[config.mk]
export PLATFORM = sky130hd
export DESIGN_NAME = major_state
export DESIGN_NICKNAME = d
export VERILOG_FILES = /design/src/common/pdp8_pkg.sv /design/src/sequencer/major_state.sv
export SDC_FILE = /design/constraint.sdc
export NUM_CORES = 1
export LEC_CHECK = 0
export ABC_AREA = 1
export BUFFER_PORTS_ARGS = -buffer_cell sky130_fd_sc_hd__buf_4
export CORE_ASPECT_RATIO = 1.5
export CORE_UTILIZATION = 40
export CTS_CLUSTER_SIZE = 24
export DETAILED_ROUTE_END_ITERATION = 16
export PLACE_DENSITY_LB_ADDON = 0.12
export SETUP_SLACK_MARGIN = 0.1
export SLEW_MARGIN = 20
export SYNTH_ARGS = -nofsm -noshare
export SYNTH_HDL_FRONTEND = slang
export SYNTH_SLANG_ARGS = --single-unit
[constraint.sdc]
create_clock -name clk -period 1.3 [get_ports clk]
set_input_delay 0.065 -clock clk [delete_from_list [all_inputs] [get_ports clk]]
set_output_delay 0.065 -clock clk [all_outputs]
set_load 0.005 [all_outputs]
[src/common/pdp8_pkg.sv]
// ################################################
// Bit 0 is the most significant bit, as on the PDP-8
// ################################################
`default_nettype none

package pdp8_pkg;

    typedef logic [0:11] word_t;    // One machine word
    typedef logic [0:11] addr_t;    // 4K word address
    typedef logic [0:2]  opcode_t;  // Major opcode field

    typedef enum logic [4:0] {
        F0, FW, F1, F2, F3,       // Fetch
        D0, DW, D1, D2, D3,       // Defer
        E0, EW, E1, E2, E3,       // Execute
        H0, HW,                   // Halted
        DB0, DB1, DB2             // Data break
    } major_state_t;

    localparam opcode_t OP_AND = 3'o0;
    localparam opcode_t OP_TAD = 3'o1;
    localparam opcode_t OP_ISZ = 3'o2;
    localparam opcode_t OP_DCA = 3'o3;
    localparam opcode_t OP_JMS = 3'o4;
    localparam opcode_t OP_JMP = 3'o5;
    localparam opcode_t OP_IOT = 3'o6;
    localparam opcode_t OP_OPR = 3'o7;

    localparam int IND_BIT  = 3;    // Indirect addressing
    localparam int PAGE_BIT = 4;    // Current page when set
    localparam int GRP_BIT  = 3;    // Operate group, 0 is group 1
    localparam int CLA_BIT  = 4;
    localparam int CMA_BIT  = 6;
    localparam int IAC_BIT  = 11;
    localparam int HLT_BIT  = 10;   // Group 2 only
    localparam int GRP3_BIT = 11;   // Set for the MQ group, clear in group 2

    localparam int MEM_WORDS = 4096;

endpackage

`default_nettype wire

[src/sequencer/major_state.sv]
// ################################################
// Data breaks are taken at F3, D3, E3 and while halted
// No interrupts, EAE or panel trigger cycles
// ################################################
`default_nettype none

module major_state (
    input  logic                  clk,
    input  logic                  reset,
    input  logic                  halt,
    input  logic                  single_step,
    input  logic                  cont,
    input  logic                  data_break,
    input  logic                  to_disk,
    input  pdp8_pkg::word_t       ir,
    output pdp8_pkg::major_state_t state,
    output logic                  break_in_prog,
    output logic                  halted
);
    import pdp8_pkg::*;

    major_state_t ret_state;    // Where a data break returns to
    major_state_t cycle_next;   // Successor at the end of a major cycle
    opcode_t      op;
    logic         is_hlt;
    logic         step_hold;

    assign op = opcode_t'(ir[0:2]);
    assign is_hlt = (op == OP_OPR) && ir[GRP_BIT] && !ir[GRP3_BIT] && ir[HLT_BIT];
    assign step_hold = single_step && !cont;

    always_comb
    begin
        case (state)
            F3:
            begin
                if (is_hlt)
                    cycle_next = H0;
                else if (op == OP_OPR || op == OP_IOT)
                    cycle_next = F0;        // Operate done in F2, IOT ignored
                else if (ir[IND_BIT])
                    cycle_next = D0;
                else if (op == OP_JMP)
                    cycle_next = F0;        // JMP direct needs no execute
                else
                    cycle_next = E0;
            end
            D3:      cycle_next = E0;
            default: cycle_next = F0;
        endcase
    end

    always_ff @(posedge clk)
    begin
        if (reset)
        begin
            state <= H0;
            ret_state <= H0;
            break_in_prog <= 1'b0;
            halted <= 1'b1;
        end
        else
        begin
            case (state)
                F0:
                begin
                    if (step_hold)
                        state <= F0;
                    else if (halt && !cont)
                    begin
                        state <= H0;
                        halted <= 1'b1;
                    end
                    else
                        state <= FW;
                end
                FW: state <= F1;
                F1: state <= F2;
                F2: state <= F3;

                // Shared end of fetch, defer and execute
                F3, D3, E3:
                begin
                    if (data_break && cycle_next != H0)
                    begin
                        ret_state <= cycle_next;
                        state <= DB0;
                        break_in_prog <= 1'b1;
                    end
                    else
                    begin
                        state <= cycle_next;
                        if (cycle_next == H0)
                            halted <= 1'b1;
                    end
                end

                D0: state <= step_hold ? D0 : DW;
                DW: state <= D1;
                D1: state <= D2;
                D2: state <= D3;

                E0: state <= step_hold ? E0 : EW;
                EW: state <= E1;
                E1: state <= E2;
                E2: state <= E3;

                H0: state <= HW;
                HW:
                begin
                    if (data_break)
                    begin
                        ret_state <= cont ? F0 : H0;    // A cont pulse is not lost
                        state <= DB0;
                        break_in_prog <= 1'b1;
                        halted <= !cont;
                    end
                    else if (cont)
                    begin
                        state <= F0;
                        halted <= 1'b0;
                    end
                    else
                        state <= H0;
                end

                DB0: state <= DB1;
                DB1:
                begin
                    if (to_disk)
                        state <= DB2;               // Read needs one more cycle
                    else
                    begin
                        state <= ret_state;
                        break_in_prog <= 1'b0;
                    end
                end
                DB2:
                begin
                    state <= ret_state;
                    break_in_prog <= 1'b0;
                end

                default: state <= H0;
            endcase
        end
    end

endmodule

`default_nettype wire

[Yosys cells after proc, flatten, opt, wreduce, memory -nomap -nowiden]
Index checks and enable logic that the tools add are counted.
Operators by class
  equal/unequal tests: 32
  mux-type cells: 28
  reductions and logical operators: 17
Operators with widths (count)
  one-hot mux 5 bit (18 select lines): 1
  == test 5 x 4 -> 1 bit (second input constant): 9
  2-to-1 mux 4 bit: 7
  2-to-1 mux 5 bit: 5
  == test 5 x 3 -> 1 bit (second input constant): 4
  == test 5 bit (second input constant): 4
  one-hot mux 5 bit (2 select lines): 2
  inequality test 2 bit (second input constant): 7
  == test 5 x 2 -> 1 bit (second input constant): 2
  2-to-1 mux 1 bit: 10
  == test 3 bit (second input constant): 3
  logical AND 1 bit: 6
  AND reduction 6 bit: 1
  == test 5 x 1 -> 1 bit (second input constant): 1
  zero test 5 bit: 1
  inequality test 5 x 4 -> 1 bit (second input constant): 1
  one-hot mux 1 bit (4 select lines): 1
  AND reduction 4 bit: 1
  nonzero test 4 bit: 1
  inequality test 3 bit (second input constant): 1
  one-hot mux 1 bit (3 select lines): 1
  AND reduction 3 bit: 1
  nonzero test 3 bit: 1
  OR reduction 3 bit: 1
  other kinds (4): 5
Word-level totals
  register bits: 12
  bits of input ports: 19

[Depth between registers and ports, before layout]
Gate-level depths: netlist of run 1.
  depth in word-level cells: 10
  mapped depth: 11
  gate-level depth less buffers: 11

[Worst setup path before layout of run 1]
OpenSTA, ideal clock, no wires.
  path type: reg2reg
  start: reg state[0]
  end: reg ret_state[1]
  data arrival time: 1.217 ns
  required time: 1.178 ns
  path slack: -0.039 ns
  stages on the path, launching flop included: 10
  path buffers: 0
  clock period less this slack: 1.339 ns
  cell sequence: dfxtp_1 > inv_2 > nor2_2 > nand4_4 > nand3_2 > nor2_2 > nor2_2 > nand2_1 > nand2_1 > nand3_1
On the way
  cells in the longest elaborated chain, start to end: 6
  elaborated cells between the ends (all ways): 14
Ends and longest elaborated chain
  start, declared: RTL line major_state.sv:16  | output pdp8_pkg::major_state_t state,
  start signal, assigned: RTL line major_state.sv:92  | state <= cycle_next;
  start signal, assigned: RTL line major_state.sv:98  | D0: state <= step_hold ? D0 : DW;
  start signal, assigned: RTL line major_state.sv:103  | E0: state <= step_hold ? E0 : EW;
  == test 5 x 4 -> 1 bit / == test 5 x 3 -> 1 bit (equally long branches): RTL line major_state.sv:34, major_state.sv:64
  one-hot mux 5 bit (2 select lines): RTL line major_state.sv:34  | case (state)
  inequality test 5 x 4 -> 1 bit: RTL line major_state.sv:84  | if (data_break && cycle_next != H0)
  logical AND 1 bit: RTL line major_state.sv:84
  inequality test 2 bit (no line)
  AND reduction 3 bit (no line)
  end signal, assigned: RTL line major_state.sv:86  | ret_state <= cycle_next;
  end signal, assigned: RTL line major_state.sv:113  | ret_state <= cont ? F0 : H0;
  end, declared: RTL line major_state.sv:22  | major_state_t ret_state;
Several ways; a longest one is shown, not always the timed one. The select of a mux whose other input is x is not followed.
A chain may end at the register's enable or synchronous reset.

[Worst setup path after layout of run 1]
  start: reg state[3]
  end: reg halted
On the way
  cells in the longest elaborated chain, start to end: 6
  elaborated cells between the ends (all ways): 18
Ends and longest elaborated chain
  == test 5 x 4 -> 1 bit / == test 5 x 3 -> 1 bit (equally long branches): RTL line major_state.sv:34, major_state.sv:64
  one-hot mux 5 bit (2 select lines): RTL line major_state.sv:34
  inequality test 5 x 4 -> 1 bit: RTL line major_state.sv:84
  logical AND 1 bit: RTL line major_state.sv:84
  inequality test 2 bit (no line)
  AND reduction 6 bit (no line)
  end signal, assigned: RTL line major_state.sv:116  | halted <= !cont;
  end, declared: RTL line major_state.sv:18  | output logic halted
Several ways; a longest one is shown, not always the timed one.

==> summary.txt, run 1 <==
Min path
  – Hold path start: reset
  – Hold Path Cell Cnt: 3
  – Hold path endpoint: halted$_SDFFE_PP1P_
  – Hold WC Path Type: in -> reg

Routing
  – DR WL/cell: 13.7 um
  – ANT nets after route: 0
  – First-iteration detailed-routing DRC count: 40
  – Routed via count: 1,151
  – Routed WL: 2970 um
  – DRC: 0
  – Routed vias/inst: 5.30
  – 1st-pass router iterations: 4

Power and ir drop
  – Pwr dens: 2080 nW/um2
  – Final Power: 3.01 mW
  – Flop pwr share: 0.225
  – P_sw: 1.40 mW
  – Sw Share: 0.465
  – Combinational group share of total power: 0.695
  – Static leakage: 0.736 nW
  – Clock power frac: 0.079
  – Worst VDD drop: 1070 uV
  – Internal Dissipation: 1.61 mW

Final layout
  – N_diodes: 0
  – Fill count: 177
  – Area grow syn2layout: 64.2%
  – Final instance area: 1440 um2
  – # nets final: 215
  – Share of cells above drive strength 1: 0.508

Die
  – Die Width: 40.3 um
  – Starting density of the core: 0.429
  – Die height: 59.4 um
  – Io pins: 26
  – Core ar.: 2050 um2
  – Die ar.: 2390 um2
  – Row cnt: 20

Yosys
  – Seq/Total Area, Yosys: 0.205
  – Top cells by count, synth: 27 x nand2_1, 21 x nor2_1, 20 x inv_1, 17 x nand3_1, 9 x dfxtp_1
  – EDFF count, synth: 0
  – Predominant post-synthesis flop cell: dfxtp_1
  – Synthesis-stage register bit count: 9
  – Post-Syn Instances: 145
  – Post-Syn Area per Cell: 6.07 um2
  – Cell Area, Synth: 880 um2
  – Post-synth top area cell: dfxtp_1
  – Distinct cells, synth: 27
  – Count leader, synth: nand2_1
  – Synth top area share: 0.205
  – Synth Net Count: 164
  – Cells taking the most area after synthesis: dfxtp_1 20%, nand2_1 12%, nand3_1 9.7%
  – Asr flop ratio synth: 0
  – Synth Warn #: 0

Worst setup path
  – CP Launch Type: flop
  – Critical R2R Launch: state[3]$_SDFF_PP1_
  – Setup slack, reg-to-reg: -0.10 ns
  – Worst path cell trace: nor2_4 -> nand2_1 -> buf_4 -> nand4_1 -> and2_4 -> nand3_2 -> nand2_1 -> nand3_1
  – CP required: 1.47 ns
  – Most frequent CP cell: nand2_1
  – FF-to-FF End: halted$_SDFFE_PP1P_
  – Worst endpoint data arrival time: 1.57 ns
  – Register-to-Register Path Depth: 8
  – Critical path fanouts, max: 7
  – Worst setup EP type: flop
  – CP peak stage delay: 0.39 ns
  – Slowest CP cell: dfxtp_4
  – Critical path class: reg -> reg

Clocking
  – CTS H-tree lvls: 1
  – Clock tree root buffer cell: clkbuf_4
  – Hold buffer count at CTS: 0
  – Worst-Skew Late Latency: 0.28 ns
  – Clk buf depth: 2
  – CTS tree: done
  – # clock sinks: 9
  – CTS buffer count: 3
  – Worst-path clk slew: 0.07 ns

Global route
  – Initial antenna violation count: 0
  – Global-route wire length before repair: 4210 um
  – Pin count of the biggest net entering global routing: 8
  – Number of global-route vias before repair: 1,007
  – Grt total ovfl: 0
  – Total track usage: 0.263

STA
  – Final Hold Viols: 0
  – Unrepaired setup endpoints after global routing: yes
  – Final Setup Violations: 9
  – Worst hold margin: 0.105 ns
  – Worst-Margin Slew: 0.285 ns
  – Min Clock Period, post-route: 1.40 ns
  – Relative slew slack: 0.809
  – FMAX: 0.712 GHz
  – Setup ws final: -0.104 ns
  – Max-slew violation count: 0
  – Skew final: 0.00106 ns
  – Fin crit share: 1.08

Run status
  – Failing checks: setup timing
  – Status: finished with violations

Placed design
  – I/O Buffers: 19
  – DP HPWL: 2240 um
  – Area after DPL: 1210 um2
  – Gpl congestion: 0.950

Job
  – Total of max-cap violations: 0
kinds of logic after synthesis:
family	Yosys count	share of synthesized area
flip-flops	9	0.205
AND/OR/NAND/NOR	93	0.553
AO/OA/AOI/OAI	18	0.127
buffers and inverters	25	0.115
worst max path at each step:
stage                             start  depth (start not counted)                          to  slack, ns
floorplan           state[1]$_SDFF_PP1_                          8         halted$_SDFFE_PP1P_       0.02
global placement    state[4]$_SDFF_PP0_                          8  break_in_prog$_SDFFE_PP0P_      -0.05
detailed placement  state[2]$_SDFF_PP1_                          7         halted$_SDFFE_PP1P_      -0.09
CTS                 state[1]$_SDFF_PP1_                          9         state[3]$_SDFF_PP1_      -0.07
global route        state[1]$_SDFF_PP1_                          9         state[3]$_SDFF_PP1_      -0.18
finish              state[3]$_SDFF_PP1_                          8         halted$_SDFFE_PP1P_      -0.10
critical path: cells and delay by family, from the launching register on:
kind | cells | cell delay (ns)
flops | 1 | 0.39
simple gates | 7 | 0.74
buf+inv | 1 | 0.16
metal layers:
layer / vias to the layer above / track usage / share of wire
met2: 36 / 0.422 / 0.53
li1: 581 / - / -
met1: 523 / 0.291 / 0.40
met3: 11 / 0.0489 / 0.035
met5: - / 0 / 0
met4: 0 / 0.190 / 0.035
sequential cells by signal, summed over array words and instances (netlist names):
register and count:
ret_state 2, break_in_prog 1, halted 1, state 5
repair_timing:
item | CTS | global route
endpoints found under the setup margin | 9 | 9
pin swaps | 2 | 14
gates resized for setup | 5 | 33
buffers inserted | 2 | 8
power by group through the flow:
stage          Sequential [mW]  Clock (mW)  Combinational [mW]
6_report                 0.678       0.238                2.09
5_1_grt                  0.698       0.254                2.26
4_1_cts                  0.645       0.240                1.65
3_5_place_dp             0.621           0                1.63
3_3_place_gp             0.615           0                1.61
2_1_floorplan            0.601           0                1.00
cell usage in the layout (no fill, tap or decap), types with 4 or more instances in the layout:
cell | Yosys | routed
dfxtp_4 | 0 | 5
dfxtp_1 | 9 | 4
nand3_2 | 4 | 5
inv_2 | 4 | 5
nand2_4 | 0 | 4
inv_1 | 20 | 17
nand2_2 | 5 | 6
nor3_2 | 1 | 4
nand2_1 | 27 | 22
nand3_1 | 17 | 13
nor2_4 | 1 | 5
buf_4 | 0 | 44
nor2_1 | 21 | 19
final cells by class:
class,count,area [um2],area share
Clock buffer,4,26.3,0.0182
Inverter,24,95.1,0.0659
Multi-Input combinational cell,111,732,0.507
Sequential cell,9,199,0.138
Tap cell,22,27.5,0.0191
Timing Repair Buffer,47,364,0.252
stage by stage:
step | TNS, ns | instances | util | worst slack, ns
after floorplan | 0 | 145 | - | 0.0226
after global placement | -0.201 | 203 | 0.588 | -0.0515
after detailed placement | -0.385 | 203 | 0.588 | -0.0937
after CTS | -0.391 | 209 | 0.614 | -0.0699
after global routing | -1.14 | 217 | 0.704 | -0.183
final | -0.518 | 217 | 0.704 | -0.104
No activity file was read; power rests on OpenSTA's default activity.
==> run 2, diff against run 1 <==
--- a/config.mk
+++ b/config.mk
@@ -8,12 +8,12 @@
 export ABC_AREA = 1
 export BUFFER_PORTS_ARGS = -buffer_cell sky130_fd_sc_hd__buf_4
 export CORE_ASPECT_RATIO = 1.5
-export CORE_UTILIZATION = 40
+export CORE_MARGIN = 5
+export CORE_UTILIZATION = 25
 export CTS_CLUSTER_SIZE = 24
 export DETAILED_ROUTE_END_ITERATION = 16
 export PLACE_DENSITY_LB_ADDON = 0.12
 export SETUP_SLACK_MARGIN = 0.1
-export SLEW_MARGIN = 20
 export SYNTH_ARGS = -nofsm -noshare
 export SYNTH_HDL_FRONTEND = slang
 export SYNTH_SLANG_ARGS = --single-unit
==> summary.txt, run 2 (synthesis results as in run 1) <==
Final layout
  – Largest regs: state x5, ret_state x2 (unchanged)
  – Final instance area: 1520 um2 (was 1440 um2)
  – # nets final: 223 (was 215)
  – Commonest non-fill, non-tap cell in the layout: buf_4 (unchanged)
  – N_diodes: 0 (unchanged)
  – Share of cells above drive strength 1: 0.498 (was 0.508)
  – Area of the multi-input gates: 703 um2 (was 732 um2)
  – Area grow syn2layout: 72.5% (was 64.2%)
  – Max FFs per register: 5 (unchanged)
  – Commonest cells after routing, fill and taps aside: 53 x buf_4, 24 x nand2_1, 19 x nor2_1 (was 44 x buf_4, 22 x nand2_1, 19 x nor2_1)
  – Util after Layout: 0.444 (was 0.704)
  – Fill count: 368 (was 177)
  – Fin cells: 245 (was 217)
  – FF/Latch Area: 199 um2 (unchanged)
  – Top reg by flops: state (unchanged)

Routing
  – Routed via count: 1,160 (was 1,151)
  – ANT nets after route: 0 (unchanged)
  – Routed WL: 3220 um (was 2970 um)
  – DR WL/cell: 13.2 um (was 13.7 um)
  – 1st-pass router iterations: 4 (unchanged)
  – DRC: 0 (unchanged)
  – First-iteration detailed-routing DRC count: 29 (was 40)
  – Routed vias/inst: 4.73 (was 5.30)

Die
  – Die ar.: 4830 um2 (was 2390 um2)
  – Die Width: 58.4 um (was 40.3 um)
  – Starting density of the core: 0.258 (was 0.429)
  – Io pins: 26 (unchanged)
  – Die height: 82.6 um (was 59.4 um)
  – Core ar.: 3420 um2 (was 2050 um2)
  – Row cnt: 26 (was 20)

Min path
  – Hold WC Path Type: in -> reg (unchanged)

Worst setup path
  – Critical path fanouts, max: 5 (was 7)
  – Critical path class: reg -> reg (unchanged)
  – Worst endpoint data arrival time: 1.55 ns (was 1.57 ns)
  – CP Launch Type: flop (unchanged)
  – Worst setup EP type: flop (unchanged)
  – CP required: 1.43 ns (was 1.47 ns)

Global route
  – Total track usage: 0.145 (was 0.263)
  – Grt total ovfl: 0 (unchanged)
  – Pin count of the biggest net entering global routing: 8 (unchanged)
  – Initial antenna violation count: 0 (unchanged)
  – Global-route wire length before repair: 5240 um (was 4210 um)
  – Number of global-route vias before repair: 1,179 (was 1,007)

Power and ir drop
  – Static leakage: 0.764 nW (was 0.736 nW)
  – Worst VDD drop: 835 uV (was 1070 uV)
  – Final Power: 3.13 mW (was 3.01 mW)
  – Pwr dens: 2060 nW/um2 (was 2080 nW/um2)

STA
  – Min Clock Period, post-route: 1.42 ns (was 1.40 ns)
  – Unrepaired setup endpoints after global routing: yes (unchanged)
  – FMAX: 0.706 GHz (was 0.712 GHz)
  – Final Hold Viols: 0 (unchanged)
  – Relative slew slack: 0.800 (was 0.809)
  – Max-slew violation count: 0 (unchanged)
  – Fin crit share: 1.09 (was 1.08)
  – Skew final: 0.00144 ns (was 0.00106 ns)
  – Setup ws final: -0.116 ns (was -0.104 ns)
  – Worst-Margin Slew: 0.299 ns (was 0.285 ns)
  – Final Setup Violations: 8 (was 9)

Placed design
  – Gpl congestion: 0.906 (was 0.950)
  – DP Cell Count: 230 (was 203)
  – I/O Buffers: 19 (unchanged)
  – Worst slack, placed: -0.147 ns (was -0.0937 ns)
  – DP HPWL: 2610 um (was 2240 um)
  – Area after DPL: 1280 um2 (was 1210 um2)

Clocking
  – Worst-path clk slew: 0.05 ns (was 0.07 ns)
  – CTS tree: done (unchanged)
  – Clock tree root buffer cell: clkbuf_8 (was clkbuf_4)
  – CTS H-tree lvls: 1 (unchanged)
  – CTS buffer count: 3 (unchanged)
  – # clock sinks: 9 (unchanged)
  – Hold buffer count at CTS: 0 (unchanged)
  – Worst-Skew Late Latency: 0.25 ns (was 0.28 ns)
  – Clk buf depth: 2 (unchanged)

Run status
  – Status: finished with violations (unchanged)
  – Failing checks: setup timing (unchanged)

Job
  – Total of max-cap violations: 0 (unchanged)
[run 2: changes by cell type in the layout (fill, tap and decap cells not counted), moves of 2 or more]
cell / change
buf_4: +9
nand2_1: +2
nand3_1: +3
nand3_2: -2
inv_2: -2
clkbuf_4: -3
clkbuf_8: +3
[run 2: final cells by class]
cell class              count  area share
multi-input cells         111       0.463
repair buffers             55       0.277
flip-flops and latches      9       0.131
inverters                  24      0.0643
well taps                  42      0.0346
clock buffers               4      0.0297
[run 2: critical path, stage by stage (launching register included)]
cell and delay [ns]:
dfxtp_4 0.37, nor2_4 0.17, nand4_4 0.15, a21oi_4 0.17, nand2_2 0.09, nand2_4 0.08
inv_4 0.04, buf_4 0.12, nand2_2 0.05, a21oi_2 0.05
[run 2: final timing paths]
kind,slack [ns],cells past startpoint,startpoint,to
worst max register to register,-0.12,9,state[0]$_SDFF_PP1_,state[4]$_SDFF_PP0_
worst min register to register,0.47,2,break_in_prog$_SDFFE_PP0P_,break_in_prog$_SDFFE_PP0P_
worst max-delay path,-0.12,9,state[0]$_SDFF_PP1_,state[4]$_SDFF_PP0_
worst min-delay path,0.15,3,data_break,state[0]$_SDFF_PP1_
[run 2: where the power goes]
group | total [mW] | internal (mW) | switching [mW]
registers | 0.676 | 0.462 | 0.213
clock network | 0.352 | 0.216 | 0.136
logic | 2.10 | 1.07 | 1.03
total | 3.13 | 1.75 | 1.38
[run 2: through the flow]
| stage | hold WS, ns | setup TNS [ns] |
|---|---|---|
| floorplan | 0.220 | 0 |
| global placement | 0.401 | -0.795 |
| detailed placement | 0.394 | -0.724 |
| CTS | 0.158 | -0.342 |
| global route | 0.172 | -1.18 |
| finish | 0.147 | -0.604 |
[run 2: layer usage]
layer | wire length, um | track usage
met5 | 0 | 0
met1 | 1180 | 0.142
met2 | 1830 | 0.280
met3 | 91 | 0.0156
met4 | 122 | 0.0905
[run 2: repair_timing]
action | 4_1_cts | 5_1_grt
gates resized for setup | 22 | 8
buffers inserted | 4 | 7
pin swaps | 2 | 3
setup endpoints to repair | 9 | 9
